File: src/rtl/if_ft_pkg.sv
/* Fault tolerant IF/ID shared types */

package if_ft_pkg;

        ////////////////////////////////////////////////////////////////////////////
        // Widths
        ////////////////////////////////////////////////////////////////////////////

        // Redundant copies of the pipeline stage
        localparam int NUM_REPLICAS = 3;
        localparam int XLEN         = 32;

        typedef logic [XLEN-1:0]         instr_t;
        typedef logic [XLEN-1:0]         pc_t;
        typedef logic [NUM_REPLICAS-1:0] replica_mask_t;

        ////////////////////////////////////////////////////////////////////////////
        // Stage interfaces
        ////////////////////////////////////////////////////////////////////////////

        // Fetch side of one replica
        typedef struct packed {
                logic   instr_valid;
                logic   fetch_valid;
                instr_t instr;
                pc_t    pc;
                logic   is_compressed;
                logic   illegal_c;
                logic   fetch_failed;
        } fetch_t;

        // Decode side control of one replica
        typedef struct packed {
                logic id_ready;
                logic halt_if;
                logic clear_instr_valid;
        } ctrl_t;

        // Registered IF/ID contents
        typedef struct packed {
                logic   instr_valid_id;
                instr_t instr;
                pc_t    pc;
                logic   is_compressed;
                logic   illegal_c;
                logic   fetch_failed;
        } id_stage_t;

        // Everything one replica hands to the voter
        typedef struct packed {
                id_stage_t id;
                logic      if_valid;
        } if_out_t;

        // Breakage monitor defaults
        localparam int DEF_INCREMENT  = 4;
        localparam int DEF_DECREMENT  = 1;
        localparam int DEF_THRESHOLD  = 12;
        localparam int DEF_COUNT_BITS = 5;

endpackage
File: src/rtl/if_pipeline_ft.sv
/* Fault tolerant IF/ID pipeline top */

module if_pipeline_ft #(
        parameter int INCREMENT  = if_ft_pkg::DEF_INCREMENT,
        parameter int DECREMENT  = if_ft_pkg::DEF_DECREMENT,
        parameter int THRESHOLD  = if_ft_pkg::DEF_THRESHOLD,
        parameter int COUNT_BITS = if_ft_pkg::DEF_COUNT_BITS
) (
        input  logic                                          clk,
        input  logic                                          reset_i,

        // Triplicated inputs, one copy per replica
        input  if_ft_pkg::fetch_t [if_ft_pkg::NUM_REPLICAS-1:0] fetch_i,
        input  if_ft_pkg::ctrl_t  [if_ft_pkg::NUM_REPLICAS-1:0] ctrl_i,

        // External override of the broken flags
        input  if_ft_pkg::replica_mask_t                      set_broken_i,

        // Voted stage towards decode
        output if_ft_pkg::id_stage_t                          id_o,
        output logic                                          if_valid_o,

        // Fault tolerance status
        output if_ft_pkg::replica_mask_t                      is_broken_o,
        output logic                                          err_detected_o,
        output logic                                          err_corrected_o
);

        localparam int VOTE_WIDTH = $bits(if_ft_pkg::if_out_t);

        if_ft_pkg::if_out_t [if_ft_pkg::NUM_REPLICAS-1:0] rep_out;
        if_ft_pkg::if_out_t                               voted;
        if_ft_pkg::replica_mask_t                         block_err;

        ////////////////////////////////////////////////////////////////////////////
        // Replicas
        ////////////////////////////////////////////////////////////////////////////

        for (genvar i = 0; i < if_ft_pkg::NUM_REPLICAS; i++) begin : g_replica
                if_id_register u_if_id_register (
                        .clk     (clk),
                        .reset_i (reset_i),
                        .fetch_i (fetch_i[i]),
                        .ctrl_i  (ctrl_i[i]),
                        .out_o   (rep_out[i])
                );
        end

        ////////////////////////////////////////////////////////////////////////////
        // Voter
        ////////////////////////////////////////////////////////////////////////////

        // Whole stage voted as one vector
        tmr_voter #(
                .WIDTH (VOTE_WIDTH)
        ) u_tmr_voter (
                .rep_i           (rep_out),
                .broken_i        (is_broken_o),
                .voted_o         (voted),
                .block_err_o     (block_err),
                .err_detected_o  (err_detected_o),
                .err_corrected_o (err_corrected_o)
        );

        assign id_o       = voted.id;
        assign if_valid_o = voted.if_valid;

        ////////////////////////////////////////////////////////////////////////////
        // Breakage monitors
        ////////////////////////////////////////////////////////////////////////////

        // One error counter per replica that feeds the voter mask
        for (genvar m = 0; m < if_ft_pkg::NUM_REPLICAS; m++) begin : g_monitor
                breakage_monitor #(
                        .INCREMENT  (INCREMENT),
                        .DECREMENT  (DECREMENT),
                        .THRESHOLD  (THRESHOLD),
                        .COUNT_BITS (COUNT_BITS)
                ) u_breakage_monitor (
                        .clk          (clk),
                        .reset_i      (reset_i),
                        .err_i        (block_err[m]),
                        .set_broken_i (set_broken_i[m]),
                        .is_broken_o  (is_broken_o[m])
                );
        end

endmodule

File: src/rtl/breakage_monitor.sv
/* Replica breakage monitor */

module breakage_monitor #(
        parameter int INCREMENT  = 4,
        parameter int DECREMENT  = 1,
        parameter int THRESHOLD  = 12,
        parameter int COUNT_BITS = 5
) (
        input  logic clk,
        input  logic reset_i,
        input  logic err_i,
        input  logic set_broken_i,
        output logic is_broken_o
);

        typedef logic [COUNT_BITS-1:0] count_t;

        localparam int     COUNT_MAX = (1 << COUNT_BITS) - 1;
        localparam count_t INC       = count_t'(INCREMENT);
        localparam count_t DEC       = count_t'(DECREMENT);
        localparam count_t THR       = count_t'(THRESHOLD);
        // Above this value one more increment would wrap
        localparam count_t SAT_LIMIT = count_t'(COUNT_MAX - INCREMENT);

        count_t count_q;
        count_t count_d;
        logic   broken_q;

        ////////////////////////////////////////////////////////////////////////////
        // Leaky bucket
        ////////////////////////////////////////////////////////////////////////////

        always_comb begin
                if (err_i) begin
                        count_d = (count_q > SAT_LIMIT) ? '1 : count_q + INC;
                end else if (count_q > DEC) begin
                        count_d = count_q - DEC;
                end else begin
                        count_d = '0;
                end
        end

        always_ff @(posedge clk) begin
                if (reset_i) begin
                        count_q  <= '0;
                        broken_q <= 1'b0;
                end else begin
                        count_q <= count_d;
                        // Sticky until reset
                        if (set_broken_i || (count_d >= THR)) begin
                                broken_q <= 1'b1;
                        end
                end
        end

        assign is_broken_o = broken_q;

endmodule

File: src/rtl/tmr_voter.sv
/* Three way bitwise voter */

module tmr_voter #(
        parameter int WIDTH = 32
) (
        // One vector per replica
        input  logic [if_ft_pkg::NUM_REPLICAS-1:0][WIDTH-1:0] rep_i,

        // Replicas already declared broken
        input  if_ft_pkg::replica_mask_t                       broken_i,

        output logic [WIDTH-1:0]                               voted_o,
        output if_ft_pkg::replica_mask_t                       block_err_o,
        output logic                                           err_detected_o,
        output logic                                           err_corrected_o
);

        localparam int IDX_BITS = $clog2(if_ft_pkg::NUM_REPLICAS);

        typedef logic [WIDTH-1:0]    word_t;
        typedef logic [IDX_BITS-1:0] idx_t;
        typedef logic [IDX_BITS:0]   cnt_t;

        if_ft_pkg::replica_mask_t healthy;
        word_t                    majority;
        idx_t                     first_idx;
        cnt_t                     num_healthy;
        logic                     use_single;

        assign healthy = ~broken_i;

        ////////////////////////////////////////////////////////////////////////////
        // Healthy set
        ////////////////////////////////////////////////////////////////////////////

        // Count healthy replicas and find the lowest healthy index
        always_comb begin
                num_healthy = '0;
                first_idx   = '0;
                for (int k = if_ft_pkg::NUM_REPLICAS - 1; k >= 0; k--) begin
                        num_healthy = num_healthy + cnt_t'(healthy[k]);
                        if (healthy[k]) begin
                                first_idx = idx_t'(k);
                        end
                end
        end

        ////////////////////////////////////////////////////////////////////////////
        // Vote
        ////////////////////////////////////////////////////////////////////////////

        assign majority = (rep_i[0] & rep_i[1])
                        | (rep_i[0] & rep_i[2])
                        | (rep_i[1] & rep_i[2]);

        // With one or two healthy copies no majority exists so one of them is trusted
        assign use_single = (num_healthy != '0)
                          && (num_healthy != cnt_t'(if_ft_pkg::NUM_REPLICAS));

        assign voted_o = use_single ? rep_i[first_idx] : majority;

        ////////////////////////////////////////////////////////////////////////////
        // Error reporting
        ////////////////////////////////////////////////////////////////////////////

        always_comb begin
                for (int k = 0; k < if_ft_pkg::NUM_REPLICAS; k++) begin
                        block_err_o[k] = healthy[k] && (rep_i[k] != voted_o);
                end
        end

        // Any pair of healthy replicas that disagree
        always_comb begin
                err_detected_o = 1'b0;
                for (int i = 0; i < if_ft_pkg::NUM_REPLICAS; i++) begin
                        for (int j = i + 1; j < if_ft_pkg::NUM_REPLICAS; j++) begin
                                if (healthy[i] && healthy[j] && (rep_i[i] != rep_i[j])) begin
                                        err_detected_o = 1'b1;
                                end
                        end
                end
        end

        // Only a full healthy set has a real majority to correct with
        assign err_corrected_o = err_detected_o
                               && (num_healthy == cnt_t'(if_ft_pkg::NUM_REPLICAS));

endmodule

File: src/rtl/if_id_register.sv
/* IF/ID pipeline register replica */

module if_id_register (
        input  logic                clk,
        input  logic                reset_i,

        // Fetch side
        input  if_ft_pkg::fetch_t   fetch_i,

        // Decode side control
        input  if_ft_pkg::ctrl_t    ctrl_i,

        // Stage contents plus issue strobe, towards the voter
        output if_ft_pkg::if_out_t  out_o
);

        ////////////////////////////////////////////////////////////////////////////
        // Issue condition
        ////////////////////////////////////////////////////////////////////////////

        logic                  issue;
        if_ft_pkg::id_stage_t  id_q;

        // A word moves into decode only when both sides agree
        assign issue = fetch_i.fetch_valid
                     & fetch_i.instr_valid
                     & ctrl_i.id_ready
                     & ~ctrl_i.halt_if;

        ////////////////////////////////////////////////////////////////////////////
        // Stage register
        ////////////////////////////////////////////////////////////////////////////

        always_ff @(posedge clk) begin
                if (reset_i) begin
                        id_q <= '0;
                end else if (issue) begin
                        id_q.instr_valid_id <= 1'b1;
                        id_q.instr          <= fetch_i.instr;
                        id_q.pc             <= fetch_i.pc;
                        id_q.is_compressed  <= fetch_i.is_compressed;
                        id_q.illegal_c      <= fetch_i.illegal_c;
                        id_q.fetch_failed   <= fetch_i.fetch_failed;
                end else if (ctrl_i.clear_instr_valid) begin
                        // Flush drops the valid bit only and the payload stays
                        id_q.instr_valid_id <= 1'b0;
                end
        end

        ////////////////////////////////////////////////////////////////////////////
        // Outputs
        ////////////////////////////////////////////////////////////////////////////

        // if_valid is combinational and registered data follows one cycle later
        assign out_o.id       = id_q;
        assign out_o.if_valid = issue;

endmodule

File: config.mk
export PLATFORM = sky130hd
export DESIGN_NAME = if_pipeline_ft
export DESIGN_NICKNAME = d
export VERILOG_FILES = /design/src/rtl/if_ft_pkg.sv /design/src/rtl/if_pipeline_ft.sv /design/src/rtl/breakage_monitor.sv /design/src/rtl/tmr_voter.sv /design/src/rtl/if_id_register.sv
export SDC_FILE = /design/constraint.sdc
export NUM_CORES = 1
export LEC_CHECK = 0
export BUFFER_PORTS_ARGS = -buffer_cell sky130_fd_sc_hd__buf_2
export CAP_MARGIN = 20
export CORE_MARGIN = 2
export CORE_UTILIZATION = 35
export CTS_BUF_LIST = sky130_fd_sc_hd__clkbuf_4 sky130_fd_sc_hd__clkbuf_8 sky130_fd_sc_hd__clkbuf_16
export DETAILED_ROUTE_END_ITERATION = 8
export PLACE_DENSITY = 0.57
export SETUP_SLACK_MARGIN = 0.15
export SLEW_MARGIN = 20
export SYNTH_ARGS = -nofsm -noshare
export SYNTH_HDL_FRONTEND = slang
export SYNTH_SLANG_ARGS = --single-unit
File: constraint.sdc
create_clock -name clk -period 5.16 [get_ports clk]
set_input_delay 0.774 -clock clk [delete_from_list [all_inputs] [get_ports clk]]
set_output_delay 0.774 -clock clk [all_outputs]
set_load 0.02 [all_outputs]
Yosys cells after proc, flatten, opt, wreduce, memory -nomap -nowiden --
Cells that the tools add are included.
Storage, ports and cells: bits in registers 222, logic and storage cells 110
Cells by class: add/subtract/negate cells 8, magnitude comparators 10, eq/ne operators 8, muxes and demuxes 24, bitwise operators 18, reductions and logical operators 18
Operator list (number):
- $ne 69x69->1 | 6
- $and 69x69->69 | 3
- $bmux 69 s2 | 1
- $mux 69 | 2
- $or 69x69->69 | 2
- $mux 5 | 9
- $add 5x3->5 const B | 3
- $ge 5x4->1 const B | 3
- $gt 5x1->1 const B | 3
- $gt 5x5->1 const B | 3
- $sub 5x1->5 const B | 3
- $logic_and 1x1->1 | 11
- $and 1x1->1 | 9
- $mux 1 | 9
- $mux 2 | 3
- $reduce_bool 2->1 | 3
- $add 3x1->3 | 1
- $eq 3x2->1 const B | 1
- $logic_or 1x1->1 | 3
- $lt 2x3->1 const B | 1
- $ne 3x2->1 const B | 1
- $not 1->1 | 3
- $not 3->3 | 1
- $reduce_bool 3->1 | 1
- $add 1x1->2 | 1

Depth between registers and ports, before layout --
Gate-level depths: netlist of run 1.
depth in word-level cells 12, mapped depth 20, mapped depth without buffers 15

Cells and area by module --
From an unflattened synthesis of run 1, not the netlist that was laid out.
Second synthesis, totals: cells, all modules 2220, area, all modules 19566.3 um^2
Modules (own cells, without submodules):
- if_id_register | instances 3, cells an instance 296, area an instance 3037.9 um^2
- tmr_voter | instances 1, cells an instance 1176, area an instance 9048.7 um^2
- breakage_monitor | instances 3, cells an instance 52, area an instance 467.9 um^2

Worst setup path before layout of run 1 --
OpenSTA, ideal clock, no wires.
kind reg-to-reg, start point reg g_monitor[1].u_breakage_monitor.broken_q, end point reg g_monitor[0].u_breakage_monitor.broken_q, library setup time 120 ps, arrival 4582 ps, slack 459 ps, stages on the path, launching flop included 18, path buffers 3, period minus slack after synthesis 4701 ps, cells stage by stage dfxtp_1 buf_6 clkbuf_1 clkbuf_1 inv_1 ha_1 ha_1 ha_1 inv_1 nand2_2 a31oi_1 xor2_1 or4_1 nor4_2 and2_4 a21o_1 mux2_4 a211o_1
RTL lines:
- start, declared | RTL line breakage_monitor.sv:27 | logic broken_q;
- start signal, assigned | RTL line breakage_monitor.sv:46 | broken_q <= 1'b0;
- start signal, assigned | RTL line breakage_monitor.sv:51 | broken_q <= 1'b1;
- end signal, assigned | RTL line breakage_monitor.sv:46
- end signal, assigned | RTL line breakage_monitor.sv:51
- end, declared | RTL line breakage_monitor.sv:27

Final worst setup path of run 1 --
start point reg g_replica[0].u_if_id_register.id_q, in the netlist g_replica[0].u_if_id_register.out_o[33], end point out err_corrected_o
Between the ends: longest elaborated chain between the ends 6, elaborated cells between the ends (all ways) 8, classes of those cells 2 x eq/ne; 3 x mux; 3 x reduce/logical
Ends and longest elaborated chain:
- start, declared | RTL line if_id_register.sv:22 | if_ft_pkg::id_stage_t id_q;
- $ne 69x69->1 | RTL line tmr_voter.sv:77 | if (healthy[i] && healthy[j] && (rep_i[i] != rep_i[j])) begin
- $logic_and 1x1->1 | RTL line tmr_voter.sv:77
- $mux 1 | RTL line tmr_voter.sv:77
- $mux 1 * (2 in a row) | RTL line tmr_voter.sv:77
- $logic_and 1x1->1 * | RTL line tmr_voter.sv:86 | && (num_healthy == cnt_t'(if_ft_pkg::NUM_REPLICAS));
- end, declared | RTL line if_pipeline_ft.sv:26 | output logic err_corrected_o
Mark *: on every way between the ends. The rest lies on a longest branch, timed or not.

==> metrics.csv, run 1 <==
stage,metric,value,unit
run_status,outcome,finished clean,
finish,"commonest non-fill, non-tap cell in the layout",nand2_1,
placement,Final Wtd Congestion,1.05,
yosys,YS warnings,0,
yosys,Seq cells post-synth,222,
timing,endpoints failing setup,0,
worst_setup_path,critical path class,flip-flop to primary output,
worst_setup_path,most frequent cell on the critical path,nor4_1,
yosys,cell area after synthesis,0.0175,sq mm
yosys,Main synth FF type,dfxtp_1,
worst_setup_path,Worst setup EP type,primary output,
placement,IO Port Bufs,294,
clock_tree,CTS buffer count,26,
timing,fin. max-slew vios,0,
timing,skew final,0.0142,ns
timing,measured slew at the worst slew-check pin,1.08,ns
worst_setup_path,"Arr. time, crit path",4.16,ns
clock_tree,TritonCTS clock tree,yes,
grt,global-route wire length before repair,115000,um
drt,drt first pass iters,5,
drt,Post-Route WL,79900,um
timing,final hold slack,0.453,ns
drt,DR vias,18232,
flow_run,MaxCap Viol Count,0,
timing,Tmin final,4.93,ns
grt,overall global routing resource usage,0.301,
finish,area delta synth->final,19.7,%
timing,relative slew slack,0.274,
worst_setup_path,worst-path fanout max,7,
yosys,unique cell type count in the Yosys netlist,78,
timing,Setup TNS Final,0,ns
clock_tree,clk slew on worst S/H paths,0.06,ns
yosys,synthesized net count,2646,
floorplan,Starting Density,0.356,
yosys,synthesized instance count,2194,
worst_setup_path,startpoint types,flip-flop,
yosys,register area share after synthesis,0.254,
floorplan,I/O pin count,295,
drt,drt wl/cell,25.3,um
timing,period utilisation layout,0.956,
grt,met3 usage,0.0533,
grt,Overflow after GRT,0,
clock_tree,cts repair resizes,0,
grt,met2 Use GR,0.473,
floorplan,# rows,81,
worst_setup_path,"delay-heaviest family, CP",simple AND/OR/NAND/NOR gates,
floorplan,core area,0.0492,sq mm
floorplan,die width,227,um
clock_tree,maximum clock insertion buffer count,3,
worst_hold_path,hold crit path type,input pin to flip-flop,
yosys,Area contributors post-synth,"dfxtp_1, ha_1, nand2_1",
clock_tree,Clock Latency Late Sink,0.56,ns
clock_tree,Post-CTS Hold Fix Bufs,0,
grt,global route hottest layer,met2,
worst_setup_path,Crit path largest cell delay,0.83,ns
yosys,Synth top area share,0.254,
grt,largest net degree at the start of global routing,86,
clock_tree,htree depth,1,
grt,met1 GRT Util,0.415,
clock_tree,clock sink total,222,
yosys,Syn Area/Cell,7.97,sq um
yosys,"FFs w/ async S/R, synth",0,
clock_tree,Post-CTS Setup Bufs,0,
floorplan,full die area,0.0517,sq mm
drt,number of remaining DRC errors,0,
worst_setup_path,CP Cell Sequence,ha_1 -> nor4_1 -> nand2_1 -> nor4_1 -> a21oi_1 -> o21ai_0 -> a2111oi_0 -> buf_2,
grt,initial antenna violation count,1,
yosys,post-synth top area cell,dfxtp_1,
clock_tree,CTS root buffer,clkbuf_16,
placement,DP Wirelength,62700,um
finish,"commonest non-fill, non-tap cells in the layout","nand2_1, buf_2, ha_1, a21oi_1, dfxtp_1",
grt,number of global-route vias before repair,17220,
finish,share of layout cells above drive strength 1,0.203,
finish,nets,2924,
timing,final hold vios,0,
floorplan,chip height,227,um
timing,RSZ-0062 raised after global routing,false,
drt,1st-iter DRT viols,1877,
worst_setup_path,CP Buf/Inv Count,1,
drt,vias per inst,5.78,
yosys,Post-synth EDFFs,0,
worst_setup_path,Crit-path slowest cell,nor4_1,
worst_setup_path,Critical Path RT,4.39,ns
timing,Max Clk Rate,0.203,GHz
drt,Post-DRT Antenna Nets,0,
-- worst register-to-register path, cell delays in order, from the launching register on --
cell and delay, ns:
dfxtp_1 0.47, inv_1 0.21, ha_4 0.29, nor3b_4 0.62, buf_4 0.33, a22oi_1 0.10, a41oi_2 0.29, buf_4 0.17
xnor2_1 0.34, nand4_1 0.38, nor4_1 0.38, and3_1 0.35, a21o_1 0.21, mux2_4 0.32, a211o_1 0.30
-- cell usage after synthesis, types with 6 or more instances --
cell       instances
nor2b_1           55
nor4_1            63
nand3_1           15
and3_1            29
dfxtp_1          222
nand2_1          441
clkbuf_1          75
a2bb2oi_1          7
a21oi_1          220
ha_1             230
o21ai_1           20
o221ai_1           6
nor2_1            38
buf_2             26
mux2i_1            6
inv_1             32
a31oi_1           23
nor3_1            74
or4_1              7
a31oi_2           41
o21ai_0           44
nand2b_1          10
xor2_1            25
buf_1             17
xnor2_1          180
a32oi_1           29
buf_4             13
nand4_1           59
or3_1             66
a22oi_1           28
-- routing by layer --
layer,up-vias,part of all wire
met4,0,0.039
met5,-,0
li1,8454,-
met2,858,0.44
met1,8770,0.44
met3,150,0.086
-- path summary, 6_finish.rpt --
check                                               from  slack, ns                                          end  depth (start not counted)
max              g_replica[0].u_if_id_register.out_o[33]       0.23                              err_corrected_o                          8
min                                          fetch_i[91]       0.45      g_replica[1].u_if_id_register.out_o[23]                          3
max reg2reg  g_monitor[2].u_breakage_monitor.is_broken_o       0.30  g_monitor[0].u_breakage_monitor.is_broken_o                         14
min reg2reg      g_replica[1].u_if_id_register.out_o[63]       0.50      g_replica[1].u_if_id_register.out_o[63]                          2
-- flip-flops by register name, indices dropped and copies added, names as in the netlist --
signal / flops
g_monitor.u_breakage_monitor.is_broken_o: 3
g_replica.u_if_id_register.out_o: 204
g_monitor.u_breakage_monitor.count_q: 15
-- kinds of logic (layout without fill, tap and decap cells) --
family,Yosys count,count (layout),share of synthesized area
AO/OA/AOI/OAI,469,469,0.180
AND/OR/NAND/NOR,886,886,0.247
multiplexers,8,8,0.00516
buffers and inverters,172,469,0.0434
XOR/XNOR,206,206,0.104
flip-flops,222,222,0.254
adder cells (fa/ha/maj),231,231,0.166
other,0,1,0
-- area by class of cell --
type	instances	area, sq um
timing repair buffer	386	2230
antenna	1	2.50
fill	5065	28200
sequential	222	4450
inverter	36	135
multi-input combinational	1800	12300
clock buffer	33	739
tap	664	831
clock inverter	14	229
-- through the flow --
stage,instance area (sq um),cells,worst slack [ns],util
3_3_place_gp,20000,3108,0.645,0.406
5_1_grt,20900,3155,0.191,0.426
2_1_floorplan,17500,2194,0.459,-
6_report,20900,3156,0.228,0.426
3_5_place_dp,20000,3108,0.535,0.406
4_1_cts,20900,3155,0.297,0.426
Power of run 1 is not shown: default switching activity piles up to over one toggle a cycle in this logic, so the estimate is an artifact.
==> run 2, diff against run 1 <==
--- a/config.mk
+++ b/config.mk
@@ -11,6 +11,7 @@
 export CORE_UTILIZATION = 35
 export CTS_BUF_LIST = sky130_fd_sc_hd__clkbuf_4 sky130_fd_sc_hd__clkbuf_8 sky130_fd_sc_hd__clkbuf_16
 export DETAILED_ROUTE_END_ITERATION = 8
+export MAX_ROUTING_LAYER = met4
 export PLACE_DENSITY = 0.57
 export SETUP_SLACK_MARGIN = 0.15
 export SLEW_MARGIN = 20
==> metrics.csv, run 2 (synthesis gave the netlist of run 1 again) <==
stage,metric,value,unit,change
worst_setup_path,startpoint types,flip-flop,,
floorplan,Starting Density,0.356,,unchanged
finish,max reg flops,204,,unchanged
finish,diodes inserted,0,,-1
finish,share of layout cells above drive strength 1,0.202,,-0.000961
grt,overall global routing resource usage,0.311,,+0.0104
drt,DR vias,18128,,-0.57%
flow_run,MaxCap Viol Count,0,,unchanged
placement,DP Wirelength,62600,um,-0.19%
drt,Post-Route WL,79500,um,-0.45%
run_status,outcome,finished clean,,
drt,Post-DRT Antenna Nets,0,,unchanged
placement,# placed instances,3109,,+0.032%
clock_tree,Post-CTS Setup Bufs,0,,unchanged
finish,"commonest non-fill, non-tap cells in the layout","nand2_1, buf_2, ha_1, a21oi_1, dfxtp_1",,
worst_setup_path,critical path class,flip-flop to flip-flop,,
floorplan,core area,0.0492,sq mm,unchanged
drt,1st-iter DRT viols,1855,,-1.2%
timing,RSZ-0062 raised after global routing,false,,
floorplan,# rows,81,,unchanged
clock_tree,Clock Latency Late Sink,0.55,ns,about the same
grt,number of global-route vias before repair,17193,,-0.16%
finish,post-route cell area,0.0209,sq mm,-0.25%
timing,measured slew at the worst slew-check pin,0.941,ns,-0.139 ns
drt,drt first pass iters,5,,unchanged
worst_setup_path,Critical Path RT,5.59,ns,+1.20 ns
drt,vias per inst,5.75,,-0.44%
worst_hold_path,hold crit path type,input pin to flip-flop,,
floorplan,die width,227,um,unchanged
drt,drt wl/cell,25.2,um,-0.32%
clock_tree,clk slew on worst S/H paths,0.06,ns,about the same
worst_setup_path,worst-path fanout max,33,,+26
worst_setup_path,"Arr. time, crit path",5.24,ns,+1.08 ns
clock_tree,TritonCTS clock tree,yes,,
worst_setup_path,Worst setup EP type,flip-flop,,
finish,# fillers,5039,,-0.51%
timing,relative slew slack,0.367,,+0.0936
grt,initial antenna violation count,0,,-1
clock_tree,maximum clock insertion buffer count,3,,unchanged
grt,global-route wire length before repair,115000,um,+0.66%
clock_tree,CTS root buffer,clkbuf_16,,
grt,Overflow after GRT,0,,unchanged
finish,Final Non-Filler Cells,3152,,-0.13%
finish,area delta synth->final,19.5,%,
timing,final hold vios,0,,unchanged
floorplan,full die area,0.0517,sq mm,unchanged
timing,Max Clk Rate,0.208,GHz,+2.4%
worst_setup_path,path depth of the worst reg2reg path,12,,-2
worst_setup_path,CP Cell Sequence,fa_1 -> xor2_4 -> buf_12 -> nor2_2 -> a22oi_1 -> xnor2_1 -> nand4_1 -> nor4_1 -> and3_1 -> a21o_1 -> mux2_4 -> a211o_1,,
timing,Setup TNS Final,0,ns,unchanged
clock_tree,Post-CTS Hold Fix Bufs,0,,unchanged
clock_tree,htree depth,1,,unchanged
placement,Final Wtd Congestion,1.04,,-0.35%
finish,nets,2924,,unchanged
placement,Post-DP Area,0.0200,sq mm,+0.29%
timing,endpoints failing setup,0,,unchanged
timing,fin. max-slew vios,0,,unchanged
clock_tree,cts repair resizes,0,,unchanged
worst_hold_path,Worst Hold Depth,3,,unchanged
clock_tree,clock sink total,222,,unchanged
worst_setup_path,Crit path largest cell delay,0.60,ns,-0.23 ns
worst_setup_path,Crit-path slowest cell,fa_1,,
timing,skew final,0.0157,ns,+0.00148 ns
clock_tree,CTS buffer count,25,,-3.8%
grt,largest net degree at the start of global routing,88,,+2.3%
placement,IO Port Bufs,294,,unchanged
timing,Tmin final,4.81,ns,-0.117 ns
floorplan,I/O pin count,295,,unchanged
timing,period utilisation layout,0.933,,-0.0227
drt,number of remaining DRC errors,0,,unchanged
floorplan,chip height,227,um,unchanged
finish,"commonest non-fill, non-tap cell in the layout",nand2_1,,
-- run 2: final timing paths --
path                                                     from                                           to  slack [ns]
setup / recovery  g_monitor[2].u_breakage_monitor.is_broken_o  g_monitor[0].u_breakage_monitor.is_broken_o        0.35
hold / removal                                   fetch_i[142]       g_replica[2].u_if_id_register.out_o[5]        0.46
setup reg to reg  g_monitor[2].u_breakage_monitor.is_broken_o  g_monitor[0].u_breakage_monitor.is_broken_o        0.35
hold reg to reg       g_replica[1].u_if_id_register.out_o[63]      g_replica[1].u_if_id_register.out_o[63]        0.51
-- run 2: worst max-delay path: cells and delay by family (launching register included) --
kind	cells	cell delay, ns
buffers and inverters	1	0.21
AOI/OAI and AO/OA	3	0.76
adders and majority gates	1	0.60
DFF	1	0.47
xor gates and xnor gates	2	0.69
and+or+nand+nor	4	1.60
muxes	1	0.31
-- run 2: final cells by class --
class | count | area [sq um] | share of cell area
inverter | 36 | 135 | 0.00647
sequential | 222 | 4450 | 0.213
clock inverter | 7 | 110 | 0.00527
tap | 664 | 831 | 0.0398
clock buffer | 36 | 752 | 0.0360
multi-input combinational | 1800 | 12300 | 0.590
timing repair buffer | 387 | 2290 | 0.110
-- run 2: metrics by stage --
step	utilization	setup WS [ns]	hold WS, ns
3_3_place_gp	0.407	0.532	0.486
3_5_place_dp	0.407	0.435	0.494
4_1_cts	0.425	0.429	0.434
6_report	0.425	0.345	0.456
5_1_grt	0.425	0.206	0.446
2_1_floorplan	-	0.459	0.470
-- run 2: metal layers --
layer  global-route usage  wire (um)
met3               0.0485       6350
met2                0.474      35000
met4               0.0902       2500
met1                0.425      35700
met5                    -          0
Power of run 2 is left out for the same reason.
==> run 3, diff against run 2 <==
==> constraint.sdc (replaced) <==
create_clock -name clk -period 6 [get_ports clk]
set_input_delay 0.9 -clock clk [delete_from_list [all_inputs] [get_ports clk]]
set_output_delay 0.9 -clock clk [all_outputs]
set_load 0.005 [all_outputs]
==> metrics.csv, run 3 (synthesis gave the netlist of run 1 again) <==
stage,metric,value,unit,change
floorplan,core area,0.0492,sq mm,unchanged
worst_setup_path,CP Buf/Inv Count,1,,unchanged
worst_hold_path,hold crit path type,flip-flop to flip-flop,,
grt,global-route wire length before repair,114000,um,-0.70%
placement,IO Port Bufs,294,,unchanged
timing,fin. max-slew vios,0,,unchanged
worst_setup_path,Critical Path RT,6.43,ns,+0.84 ns
worst_setup_path,critical path class,flip-flop to flip-flop,,
clock_tree,htree depth,1,,unchanged
timing,final hold vios,0,,unchanged
drt,Post-DRT Antenna Nets,0,,unchanged
worst_setup_path,path depth of the worst reg2reg path,12,,unchanged
worst_setup_path,startpoint types,flip-flop,,
worst_setup_path,Worst setup EP type,flip-flop,,
worst_setup_path,worst-path fanout max,18,,-45%
clock_tree,Post-CTS Hold Fix Bufs,0,,unchanged
grt,number of global-route vias before repair,17154,,-0.23%
finish,"commonest non-fill, non-tap cell in the layout",nand2_1,,
clock_tree,clock sink total,222,,unchanged
timing,Max Clk Rate,0.193,GHz,-7.0%
timing,skew final,0.0138,ns,-0.00187 ns
finish,share of layout cells above drive strength 1,0.187,,-0.0150
grt,largest net degree at the start of global routing,93,,+5.7%
timing,relative slew slack,0.254,,-0.113
timing,Tmin final,5.18,ns,+0.365 ns
flow_run,MaxCap Viol Count,0,,unchanged
placement,DP Wirelength,62100,um,-0.88%
drt,DR vias,17847,,-1.6%
finish,area delta synth->final,16.8,%,
floorplan,die width,227,um,unchanged
clock_tree,CTS root buffer,clkbuf_16,,
drt,Post-Route WL,79000,um,-0.68%
grt,initial antenna violation count,1,,+1
drt,number of remaining DRC errors,0,,unchanged
clock_tree,maximum clock insertion buffer count,3,,unchanged
finish,max reg flops,204,,unchanged
worst_setup_path,Crit path largest cell delay,0.68,ns,+0.08 ns
worst_setup_path,"setup slack, reg-to-reg",0.82,ns,+0.47 ns
worst_setup_path,"Arr. time, crit path",5.60,ns,+0.36 ns
worst_hold_path,Worst Hold End,g_replica[1].u_if_id_register.out_o[63],,
clock_tree,TritonCTS clock tree,yes,,
finish,nets,2877,,-1.6%
worst_hold_path,Hold Startpoint,g_replica[1].u_if_id_register.out_o[63],,
drt,drt first pass iters,5,,unchanged
timing,RSZ-0062 raised after global routing,false,,
placement,Final Wtd Congestion,1.00,,-4.1%
timing,measured slew at the worst slew-check pin,1.11,ns,+0.168 ns
drt,1st-iter DRT viols,1812,,-2.3%
clock_tree,CTS buffer count,25,,unchanged
worst_setup_path,reg2reg end,g_monitor[0].u_breakage_monitor.is_broken_o,,
timing,endpoints failing setup,0,,unchanged
timing,Setup TNS Final,0,ns,unchanged
floorplan,full die area,0.0517,sq mm,unchanged
drt,vias per inst,5.74,,-0.16%
grt,overall global routing resource usage,0.310,,-0.00185
floorplan,I/O pin count,295,,unchanged
worst_hold_path,Worst Hold Depth,2,,-1
grt,Overflow after GRT,0,,unchanged
worst_setup_path,"delay-heaviest family, CP",simple AND/OR/NAND/NOR gates,,
floorplan,# rows,81,,unchanged
run_status,outcome,finished clean,,
worst_setup_path,Reg2Reg Launch Point,g_monitor[2].u_breakage_monitor.is_broken_o,,
clock_tree,Clock Latency Late Sink,0.55,ns,about the same
timing,period utilisation layout,0.863,,-0.0698
clock_tree,clk slew on worst S/H paths,0.06,ns,about the same
worst_setup_path,CP startpoint,g_monitor[2].u_breakage_monitor.is_broken_o,,
drt,drt wl/cell,25.4,um,+0.73%
floorplan,chip height,227,um,unchanged
finish,"commonest non-fill, non-tap cells in the layout","nand2_1, buf_2, ha_1, a21oi_1, dfxtp_1",,
floorplan,Starting Density,0.356,,unchanged
worst_setup_path,Crit-path slowest cell,nor4_1,,
clock_tree,cts repair resizes,0,,unchanged
worst_setup_path,CP Cell Sequence,fa_1 -> xnor2_2 -> nand2_4 -> buf_4 -> a31oi_1 -> xnor2_1 -> nand4_1 -> nor4_1 -> and3_1 -> a21o_1 -> mux2_4 -> a211o_1,,
clock_tree,Post-CTS Setup Bufs,0,,unchanged
## run 3: worst max-delay path by stage
stage | to | slack, ns | cells past startpoint
6_report | g_monitor[0].u_breakage_monitor.is_broken_o | 0.82 | 12
5_1_grt | g_monitor[2].u_breakage_monitor.is_broken_o | 0.71 | 14
4_1_cts | g_monitor[0].u_breakage_monitor.is_broken_o | 1.02 | 12
3_5_place_dp | g_monitor[2].u_breakage_monitor.is_broken_o | 1.05 | 14
3_3_place_gp | err_corrected_o | 1.10 | 10
2_1_floorplan | g_monitor[0].u_breakage_monitor.is_broken_o | 1.54 | 17
## run 3: tightest hold or removal path, cell delays in order (launching register included)
cell	delay [ns]
dfxtp_1	0.34
nand2_1	0.06
a21oi_1	0.05
## run 3: metrics by stage
stage               hold WS [ns]  cell area, sq um  setup WS [ns]  utilization  std cells
CTS                        0.502             20400           1.02        0.415       3106
global route               0.535             20400          0.709        0.415       3107
detailed placement         0.493             19600           1.05        0.398       3062
finish                     0.502             20400          0.820        0.415       3108
global placement           0.491             19600           1.10        0.398       3062
floorplan                  0.470             17500           1.54            -       2194
## run 3: layout make-up
class	count	area (sq um)
sequential	222	4450
tap	664	831
timing repair buffer	340	1860
clock buffer	33	711
fill	5150	28700
inverter	36	135
clock inverter	11	111
multi-input combinational	1800	12300
antenna	2	5.00
## run 3: per-layer routing
metal	vias to the layer above	routed length [um]	track usage
met5	-	0	-
met4	0	2480	0.0877
met3	130	6100	0.0582
met2	747	34600	0.470
met1	8622	35800	0.418
li1	8348	-	-
Power of run 3 is left out for the same reason.
